**src/lsu_pkg.sv**
```systemverilog
package lsu_pkg;

	////////////////////////////////////////
	// widths
	////////////////////////////////////////

	localparam int DATA_W     = 32;
	localparam int SEL_W      = 4;
	localparam int REG_ADDR_W = 5;
	localparam int OP_W       = 4;
	localparam int EXC_W      = 5;

	////////////////////////////////////////
	// operation codes
	////////////////////////////////////////

	// anything not listed here is a no-op
	localparam logic [OP_W-1:0] OP_LB  = 4'h1;
	localparam logic [OP_W-1:0] OP_LBU = 4'h2;
	localparam logic [OP_W-1:0] OP_LH  = 4'h3;
	localparam logic [OP_W-1:0] OP_LHU = 4'h4;
	localparam logic [OP_W-1:0] OP_LW  = 4'h5;
	localparam logic [OP_W-1:0] OP_SB  = 4'h6;
	localparam logic [OP_W-1:0] OP_SH  = 4'h7;
	localparam logic [OP_W-1:0] OP_SW  = 4'h8;

	// linked pair
	localparam logic [OP_W-1:0] OP_LL  = 4'h9;
	localparam logic [OP_W-1:0] OP_SC  = 4'ha;

	////////////////////////////////////////
	// exception codes
	////////////////////////////////////////

	localparam logic [EXC_W-1:0] EXC_NONE = 5'd0;
	// address error on load
	localparam logic [EXC_W-1:0] EXC_ADEL = 5'd4;
	// address error on store
	localparam logic [EXC_W-1:0] EXC_ADES = 5'd5;

	////////////////////////////////////////
	// bus master states
	////////////////////////////////////////

	localparam logic BM_IDLE = 1'b0;
	localparam logic BM_WAIT = 1'b1;

	////////////////////////////////////////
	// data word views
	////////////////////////////////////////

	// byte lane 0 sits in bits 7:0, half 0 in bits 15:0
	typedef union packed {
		logic [SEL_W-1:0][7:0]    bytes;
		logic [1:0][DATA_W/2-1:0] halves;
	} mem_word_u;

endpackage

```
**src/lsu_bus_master.sv**
```systemverilog
`timescale 1ns/1ps

module lsu_bus_master (
	input  logic                       clk,
	input  logic                       rst_i,
	input  logic                       start_i,
	input  logic                       is_store_i,
	input  logic [lsu_pkg::DATA_W-1:0] addr_i,
	input  logic [lsu_pkg::SEL_W-1:0]  sel_i,
	input  logic [lsu_pkg::DATA_W-1:0] store_lanes_i,
	output logic                       wb_cyc_o,
	output logic                       wb_stb_o,
	output logic                       wb_we_o,
	output logic [lsu_pkg::DATA_W-1:0] wb_adr_o,
	output logic [lsu_pkg::SEL_W-1:0]  wb_sel_o,
	output logic [lsu_pkg::DATA_W-1:0] wb_dat_o,
	input  logic                       wb_ack_i,
	output logic                       bus_done_o
);
	import lsu_pkg::*;

	logic state_q;
	logic state_d;
	logic cyc;

	////////////////////////////////////////
	// cycle control
	////////////////////////////////////////

	always_comb
	begin
		state_d = state_q;
		case (state_q)
			BM_IDLE:
			begin
				// a zero wait state ack ends the cycle right away
				if (start_i && !wb_ack_i)
					state_d = BM_WAIT;
			end
			BM_WAIT:
			begin
				if (wb_ack_i)
					state_d = BM_IDLE;
			end
			default:
				state_d = BM_IDLE;
		endcase
	end

	always_ff @(posedge clk)
	begin
		if (rst_i)
			state_q <= BM_IDLE;
		else
			state_q <= state_d;
	end

	// cycle opens with the start strobe, held until ack
	assign cyc = start_i | (state_q == BM_WAIT);

	////////////////////////////////////////
	// bus outputs
	////////////////////////////////////////

	assign wb_cyc_o = cyc;
	assign wb_stb_o = cyc;
	assign wb_we_o  = cyc & is_store_i;
	// word address, lanes picked by sel
	assign wb_adr_o = {addr_i[DATA_W-1:2], 2'b00};
	assign wb_sel_o = cyc ? sel_i : {SEL_W{1'b0}};
	assign wb_dat_o = store_lanes_i;

	assign bus_done_o = cyc & wb_ack_i;

endmodule

```
**src/lsu_decode.sv**
```systemverilog
`timescale 1ns/1ps

module lsu_decode (
	input  logic                       clk,
	input  logic                       rst_i,
	input  logic                       accept_i,
	input  logic [lsu_pkg::OP_W-1:0]   op_i,
	input  logic [lsu_pkg::DATA_W-1:0] addr_i,
	input  logic [lsu_pkg::DATA_W-1:0] store_data_i,
	input  logic                       link_i,
	output logic                       is_load_o,
	output logic                       is_store_o,
	output logic                       is_signed_o,
	output logic                       size_byte_o,
	output logic                       size_half_o,
	output logic                       is_ll_o,
	output logic                       is_sc_o,
	output logic                       start_o,
	output logic                       skip_o,
	output logic [lsu_pkg::SEL_W-1:0]  sel_o,
	output logic [lsu_pkg::DATA_W-1:0] store_lanes_o,
	output logic [lsu_pkg::DATA_W-1:0] addr_o,
	output logic                       fault_o
);
	import lsu_pkg::*;

	logic             load_d;
	logic             store_d;
	logic             signed_d;
	logic             byte_d;
	logic             half_d;
	logic             word_d;
	logic             fault_d;
	logic             start_d;
	logic [SEL_W-1:0] sel_d;
	mem_word_u        lanes_d;

	////////////////////////////////////////
	// operation decode
	////////////////////////////////////////

	assign load_d   = op_i inside {OP_LB, OP_LBU, OP_LH, OP_LHU, OP_LW, OP_LL};
	assign store_d  = op_i inside {OP_SB, OP_SH, OP_SW, OP_SC};
	assign signed_d = op_i inside {OP_LB, OP_LH};
	assign byte_d   = op_i inside {OP_LB, OP_LBU, OP_SB};
	assign half_d   = op_i inside {OP_LH, OP_LHU, OP_SH};
	assign word_d   = (load_d | store_d) & ~byte_d & ~half_d;

	// natural alignment only
	assign fault_d = (half_d & addr_i[0]) | (word_d & (addr_i[1:0] != 2'b00));

	// SC without a live link never reaches the bus
	assign start_d = (load_d | store_d) & ~fault_d & ~((op_i == OP_SC) & ~link_i);

	// byte selects and replicated store data
	always_comb
	begin
		lanes_d = store_data_i;
		if (byte_d)
		begin
			sel_d = 4'b0001 << addr_i[1:0];
			lanes_d.bytes = {SEL_W{store_data_i[7:0]}};
		end
		else if (half_d)
		begin
			sel_d = addr_i[1] ? 4'b1100 : 4'b0011;
			lanes_d.halves = {2{store_data_i[DATA_W/2-1:0]}};
		end
		else
			sel_d = {SEL_W{1'b1}};
	end

	////////////////////////////////////////
	// request capture
	////////////////////////////////////////

	always_ff @(posedge clk)
	begin
		if (rst_i)
		begin
			is_load_o   <= 1'b0;
			is_store_o  <= 1'b0;
			is_signed_o <= 1'b0;
			size_byte_o <= 1'b0;
			size_half_o <= 1'b0;
			is_ll_o     <= 1'b0;
			is_sc_o     <= 1'b0;
			fault_o     <= 1'b0;
			start_o     <= 1'b0;
			skip_o      <= 1'b0;
		end
		else if (accept_i)
		begin
			is_load_o   <= load_d;
			is_store_o  <= store_d;
			is_signed_o <= signed_d;
			size_byte_o <= byte_d;
			size_half_o <= half_d;
			is_ll_o     <= (op_i == OP_LL);
			is_sc_o     <= (op_i == OP_SC);
			fault_o     <= fault_d;
			start_o     <= start_d;
			skip_o      <= ~start_d;
		end
		else
		begin
			// one cycle strobes
			start_o <= 1'b0;
			skip_o  <= 1'b0;
		end
	end

	always_ff @(posedge clk)
	begin
		if (accept_i)
		begin
			addr_o        <= addr_i;
			sel_o         <= sel_d;
			store_lanes_o <= lanes_d;
		end
	end

endmodule

```
**src/lsu_result.sv**
```systemverilog
`timescale 1ns/1ps

module lsu_result (
	input  logic                           clk,
	input  logic                           rst_i,
	input  logic                           bus_done_i,
	input  logic                           skip_i,
	input  logic                           fault_i,
	input  logic                           is_load_i,
	input  logic                           is_store_i,
	input  logic                           is_signed_i,
	input  logic                           size_byte_i,
	input  logic                           size_half_i,
	input  logic                           is_ll_i,
	input  logic                           is_sc_i,
	input  logic [lsu_pkg::DATA_W-1:0]     addr_i,
	input  logic [lsu_pkg::DATA_W-1:0]     wb_dat_i,
	input  logic [lsu_pkg::REG_ADDR_W-1:0] wd_i,
	input  logic                           llbit_clr_i,
	output logic                           link_o,
	output logic                           done_o,
	output logic                           wreg_o,
	output logic [lsu_pkg::REG_ADDR_W-1:0] wd_o,
	output logic [lsu_pkg::DATA_W-1:0]     wdata_o,
	output logic [lsu_pkg::EXC_W-1:0]      exc_code_o,
	output logic [lsu_pkg::DATA_W-1:0]     badaddr_o
);
	import lsu_pkg::*;

	mem_word_u               rdata_q;
	logic [7:0]              lane_b;
	logic [DATA_W/2-1:0]     lane_h;
	logic [DATA_W-1:0]       load_val;
	logic                    finish;
	logic                    sc_pass_q;

	assign finish = bus_done_i | skip_i;

	////////////////////////////////////////
	// load data path
	////////////////////////////////////////

	always_ff @(posedge clk)
	begin
		if (bus_done_i)
			rdata_q <= wb_dat_i;
	end

	assign lane_b = rdata_q.bytes[addr_i[1:0]];
	assign lane_h = rdata_q.halves[addr_i[1]];

	always_comb
	begin
		if (size_byte_i)
			load_val = {{(DATA_W-8){is_signed_i & lane_b[7]}}, lane_b};
		else if (size_half_i)
			load_val = {{(DATA_W/2){is_signed_i & lane_h[DATA_W/2-1]}}, lane_h};
		else
			load_val = rdata_q;
	end

	// SC reports pass/fail instead of data
	assign wdata_o = is_sc_i ? {{(DATA_W-1){1'b0}}, sc_pass_q} : load_val;

	////////////////////////////////////////
	// link bit
	////////////////////////////////////////

	always_ff @(posedge clk)
	begin
		if (rst_i || llbit_clr_i)
			link_o <= 1'b0;
		else if (bus_done_i && is_ll_i)
			link_o <= 1'b1;
		else if (bus_done_i && is_sc_i)
			link_o <= 1'b0;
	end

	////////////////////////////////////////
	// completion and exceptions
	////////////////////////////////////////

	always_ff @(posedge clk)
	begin
		if (rst_i)
		begin
			done_o     <= 1'b0;
			wreg_o     <= 1'b0;
			sc_pass_q  <= 1'b0;
			exc_code_o <= EXC_NONE;
		end
		else
		begin
			done_o <= finish;
			// failed SC still writes its zero
			wreg_o <= (bus_done_i & (is_load_i | is_sc_i)) | (skip_i & is_sc_i & ~fault_i);
			if (finish)
			begin
				sc_pass_q <= bus_done_i;
				if (skip_i && fault_i)
					exc_code_o <= is_store_i ? EXC_ADES : EXC_ADEL;
				else
					exc_code_o <= EXC_NONE;
			end
		end
	end

	always_ff @(posedge clk)
	begin
		if (finish)
		begin
			wd_o      <= wd_i;
			badaddr_o <= fault_i ? addr_i : {DATA_W{1'b0}};
		end
	end

endmodule

```
**src/lsu_top.sv**
```systemverilog
`timescale 1ns/1ps

module lsu_top (
	input  logic                           clk,
	input  logic                           rst_i,
	input  logic                           req_valid_i,
	input  logic [lsu_pkg::OP_W-1:0]       op_i,
	input  logic [lsu_pkg::DATA_W-1:0]     addr_i,
	input  logic [lsu_pkg::DATA_W-1:0]     store_data_i,
	input  logic [lsu_pkg::REG_ADDR_W-1:0] wd_i,
	input  logic                           llbit_clr_i,
	output logic                           busy_o,
	output logic                           done_o,
	output logic                           wreg_o,
	output logic [lsu_pkg::REG_ADDR_W-1:0] wd_o,
	output logic [lsu_pkg::DATA_W-1:0]     wdata_o,
	output logic [lsu_pkg::EXC_W-1:0]      exc_code_o,
	output logic [lsu_pkg::DATA_W-1:0]     badaddr_o,
	output logic                           wb_cyc_o,
	output logic                           wb_stb_o,
	output logic                           wb_we_o,
	output logic [lsu_pkg::DATA_W-1:0]     wb_adr_o,
	output logic [lsu_pkg::SEL_W-1:0]      wb_sel_o,
	output logic [lsu_pkg::DATA_W-1:0]     wb_dat_o,
	input  logic [lsu_pkg::DATA_W-1:0]     wb_dat_i,
	input  logic                           wb_ack_i
);
	import lsu_pkg::*;

	logic                  accept;
	logic                  busy_q;
	logic [REG_ADDR_W-1:0] wd_q;
	logic                  is_load;
	logic                  is_store;
	logic                  is_signed;
	logic                  size_byte;
	logic                  size_half;
	logic                  is_ll;
	logic                  is_sc;
	logic                  start;
	logic                  skip;
	logic                  fault;
	logic                  link;
	logic                  bus_done;
	logic [SEL_W-1:0]      sel;
	logic [DATA_W-1:0]     store_lanes;
	logic [DATA_W-1:0]     req_addr;

	////////////////////////////////////////
	// request handshake
	////////////////////////////////////////

	assign accept = req_valid_i & ~busy_q;
	assign busy_o = busy_q;

	always_ff @(posedge clk)
	begin
		if (rst_i)
			busy_q <= 1'b0;
		else if (accept)
			busy_q <= 1'b1;
		else if (done_o)
			busy_q <= 1'b0;
	end

	// destination register rides along with the request
	always_ff @(posedge clk)
	begin
		if (accept)
			wd_q <= wd_i;
	end

	////////////////////////////////////////
	// stages
	////////////////////////////////////////

	lsu_decode u_decode (
		.clk(clk), .rst_i(rst_i), .accept_i(accept), .op_i(op_i),
		.addr_i(addr_i), .store_data_i(store_data_i), .link_i(link),
		.is_load_o(is_load), .is_store_o(is_store), .is_signed_o(is_signed),
		.size_byte_o(size_byte), .size_half_o(size_half), .is_ll_o(is_ll),
		.is_sc_o(is_sc), .start_o(start), .skip_o(skip), .sel_o(sel),
		.store_lanes_o(store_lanes), .addr_o(req_addr), .fault_o(fault)
	);

	lsu_bus_master u_bus (
		.clk(clk), .rst_i(rst_i), .start_i(start), .is_store_i(is_store),
		.addr_i(req_addr), .sel_i(sel), .store_lanes_i(store_lanes),
		.wb_cyc_o(wb_cyc_o), .wb_stb_o(wb_stb_o), .wb_we_o(wb_we_o),
		.wb_adr_o(wb_adr_o), .wb_sel_o(wb_sel_o), .wb_dat_o(wb_dat_o),
		.wb_ack_i(wb_ack_i), .bus_done_o(bus_done)
	);

	lsu_result u_result (
		.clk(clk), .rst_i(rst_i), .bus_done_i(bus_done), .skip_i(skip),
		.fault_i(fault), .is_load_i(is_load), .is_store_i(is_store),
		.is_signed_i(is_signed), .size_byte_i(size_byte), .size_half_i(size_half),
		.is_ll_i(is_ll), .is_sc_i(is_sc), .addr_i(req_addr), .wb_dat_i(wb_dat_i),
		.wd_i(wd_q), .llbit_clr_i(llbit_clr_i), .link_o(link), .done_o(done_o),
		.wreg_o(wreg_o), .wd_o(wd_o), .wdata_o(wdata_o), .exc_code_o(exc_code_o),
		.badaddr_o(badaddr_o)
	);

endmodule

```
**config.mk**
```make
export PLATFORM = sky130hd
export DESIGN_NAME = lsu_top
export DESIGN_NICKNAME = d
export VERILOG_FILES = /design/src/lsu_pkg.sv /design/src/lsu_bus_master.sv /design/src/lsu_decode.sv /design/src/lsu_result.sv /design/src/lsu_top.sv
export SDC_FILE = /design/constraint.sdc
export NUM_CORES = 1
export LEC_CHECK = 0
export ABC_AREA = 0
export BUFFER_PORTS_ARGS = -buffer_cell sky130_fd_sc_hd__clkbuf_2
export CAP_MARGIN = 20
export CORE_MARGIN = 2
export CORE_UTILIZATION = 45
export DETAILED_ROUTE_END_ITERATION = 7
export PLACE_DENSITY = 0.74
export SETUP_SLACK_MARGIN = 0.1
export SLEW_MARGIN = 40
export SYNTH_ARGS = -nofsm -noshare
export SYNTH_HDL_FRONTEND = slang
export SYNTH_SLANG_ARGS = --single-unit
```
**constraint.sdc**
```tcl
create_clock -name clk -period 6.15 [get_ports clk]
set_clock_uncertainty 0.2 [all_clocks]
set_input_delay 0.9225 -clock clk [delete_from_list [all_inputs] [get_ports clk]]
set_output_delay 0.9225 -clock clk [all_outputs]
set_load 0.02 [all_outputs]
```
==> out/summary.txt <==
Outcome: finished clean
Routability congestion estimate: 0.821
Layout net count: 851
Worst-path clk slew: 0.06 ns
Peak VDD IR: 0.191 mV
Gr usage total: 19.6%
Tot Pwr: 0.00260 W
Power Dens Cells: 295 nW/um2
Post-synthesis sequential element count: 160
Initial core utilization: 46.5%
Vias in the first global route: 4714
Slowest cell on crit path: dfxtp_1
Number of distinct library cells after synthesis: 50
# Post-CTS Setup Buffers: 0
Largest net degree at the start of global routing: 49
RSZ-0062 raised after global routing: no
Setup TNS: 0 ns
Die Area: 16900 um2
Final ANT Viol Nets: 0
Hold_buf cts: 0
Final Critical Period: 3.79 ns
Die H: 130 um
First-pass GRT wire length: 24900 um
Port Buffers: 252
Cell row count: 45
Slew Viols, Final: 0
DR WL/cell: 17.5 um
Via/cell ratio: 5.13
Sequence of cells on the critical path: nand2_1, mux2i_1, a311oi_1, clkbuf_2
Sequential area share after synthesis: 64.9%
Syn-to-layout area delta: 24.0%
Post-CTS sizing: 0
Final core area utilization: 57.7%
Grt ovf: 0
Setup violations, final: 0
Worst setup EP type: output pin
H-tree Lvls: 4
CTS Buf Count: 17
Crit Path Class: reg2out
Ys Warns: 0
Maximum root-to-sink buffer count: 2
Initial DRC count: 249
Critical Path Source Type: register
Post-DP HPWL: 12200 um
Max-cap viol count: 0
Num ports: 258
Slew margin rel.: 46.9%
Leakage: 3.64 nW
CTS tree: built
Fraction of layout cells with a size suffix above 1: 42.7%
Clk sinks: 160
Cells after synthesis: 533
Number of synthesized flops with an enable pin: 142
Fraction of registers with async set/reset: 0%
Mapped Area: 7120 um2
CP max stage delay: 0.81 ns
Drt total wl: 16900 um
Router iterations before antenna repair: 4
Measured slew at the worst slew-check pin: 0.792 ns
Antenna violations before repair: 0
Syn avg cell area: 13.4 um2
CTS Root Cell: clkbuf_16
Worst Path Arrival: 2.67 ns
CP Max Fanout: 26
Hold Crit Class: reg2reg
FMAX: 264 MHz
Req. time, crit path: 5.03 ns
Final period util: 61.7%
Number of remaining DRC errors: 0
Worst skew pair latency: 0.42 ns
Most common flop cell mapped by yosys: edfxtp_1
Hold Fails Final Rpt: 0
Die X: 130 um
Detailed-route via count: 4952
Core area: 15300 um2
ANT cells: 0
==> logic make-up after synthesis <==
kind of cell | Yosys count | share of synthesized area, %
buffers and inverters | 87 | 7.10
AOI/OAI and AO/OA | 96 | 9.43
muxes | 35 | 6.67
DFF | 160 | 64.9
other | 1 | 0.0526
xor gates and xnor gates | 1 | 0.123
and+or+nand+nor | 153 | 11.7
==> worst paths after layout <==
check                  startpoint                    endpoint  slack [ns]  cells after the start
max          u_decode.size_half_o                  wdata_o[0]        2.36                      4
min                       wd_q[0]            u_result.wd_o[0]        0.23                      0
max reg2reg                busy_o  u_decode.store_lanes_o[26]        3.63                      3
min reg2reg               wd_q[0]            u_result.wd_o[0]        0.23                      0
==> cells in the final DEF, fill, tap and decap left out, types with 3 or more instances in the layout <==
cell type | Yosys | layout
nand3b_1 | 4 | 4
nor2b_1 | 12 | 11
o21ai_0 | 16 | 14
mux2i_1 | 10 | 10
a2bb2oi_1 | 3 | 3
nand3_1 | 9 | 9
clkbuf_16 | 0 | 17
and2_1 | 34 | 34
dfxtp_1 | 18 | 17
nor3b_1 | 10 | 10
nor3_1 | 3 | 3
inv_8 | 0 | 4
clkinv_2 | 0 | 4
nand2b_1 | 23 | 22
a211oi_1 | 5 | 5
inv_6 | 0 | 4
edfxtp_1 | 142 | 142
clkbuf_2 | 0 | 252
nor2_1 | 30 | 30
conb_1 | 1 | 5
buf_4 | 40 | 3
a32oi_1 | 7 | 7
mux4_2 | 8 | 8
inv_1 | 14 | 14
o2111a_1 | 7 | 7
nand2_1 | 23 | 23
mux2_2 | 16 | 16
a311oi_1 | 7 | 7
a21oi_1 | 33 | 33
==> critical path, delay by kind of cell (launching register included) <==
kind	cells	cell delay (ns)
flops	1	0.81
simple gates	1	0.65
compound gates	1	0.30
mux	1	0.26
buf+inv	1	0.23
==> per-stage QoR <==
step	setup WS, ns	instance area, um2	std cells	hold WS, ns
2_1_floorplan	2.67	7140	537	0.200
3_3_place_gp	2.73	8250	932	0.202
3_5_place_dp	2.71	8260	932	0.214
4_1_cts	2.24	8810	964	0.231
5_1_grt	2.16	8830	965	0.238
6_report	2.36	8830	965	0.235
==> cells in the mapped netlist (14+ instances only) <==
master	number	share of area (%)
buf_4	40	4.2
nor2_1	30	1.6
nand2_1	23	1.2
clkbuf_1	23	1.2
dfxtp_1	18	5.1
nand2b_1	23	2.0
mux2_2	16	2.5
a21oi_1	33	2.3
inv_1	14	0.74
o21ai_0	16	1.1
edfxtp_1	142	60
and2_1	34	3.0
==> registers in the layout (all words and copies together) (netlist names), 2 cells and up <==
register,count
u_result.wd_o,5
u_decode.addr_o,32
wd_q,5
u_decode.sel_o,4
u_result.rdata_q,32
u_result.exc_code_o,2
u_result.badaddr_o,32
u_decode.store_lanes_o,32
==> power breakdown <==
| group | switching [W] | internal [W] | total, W | leakage, nW |
|---|---|---|---|---|
| Sequential | 0.0000303 | 0.00126 | 0.00129 | 1.47 |
| Clock | 0.000448 | 0.000531 | 0.000979 | 0.273 |
| Combinational | 0.000215 | 0.000119 | 0.000333 | 1.90 |
==> per-layer routing <==
metal | share of wire, % | global-route usage, %
met1 | 42 | 25.0
met2 | 49 | 32.0
met3 | 7.3 | 5.66
met4 | 1.5 | 7.08
met5 | 0 | 0
==> final cells by class <==
class,count,area (um2)
tap,211,264
clock inverter,14,120
fill,1295,6480
inverter,16,61.3
clock buffer,18,429
timing repair buffer,256,1300
sequential,160,4630
multi-input combinational,290,2030
Power figures use the tool's default switching activity.
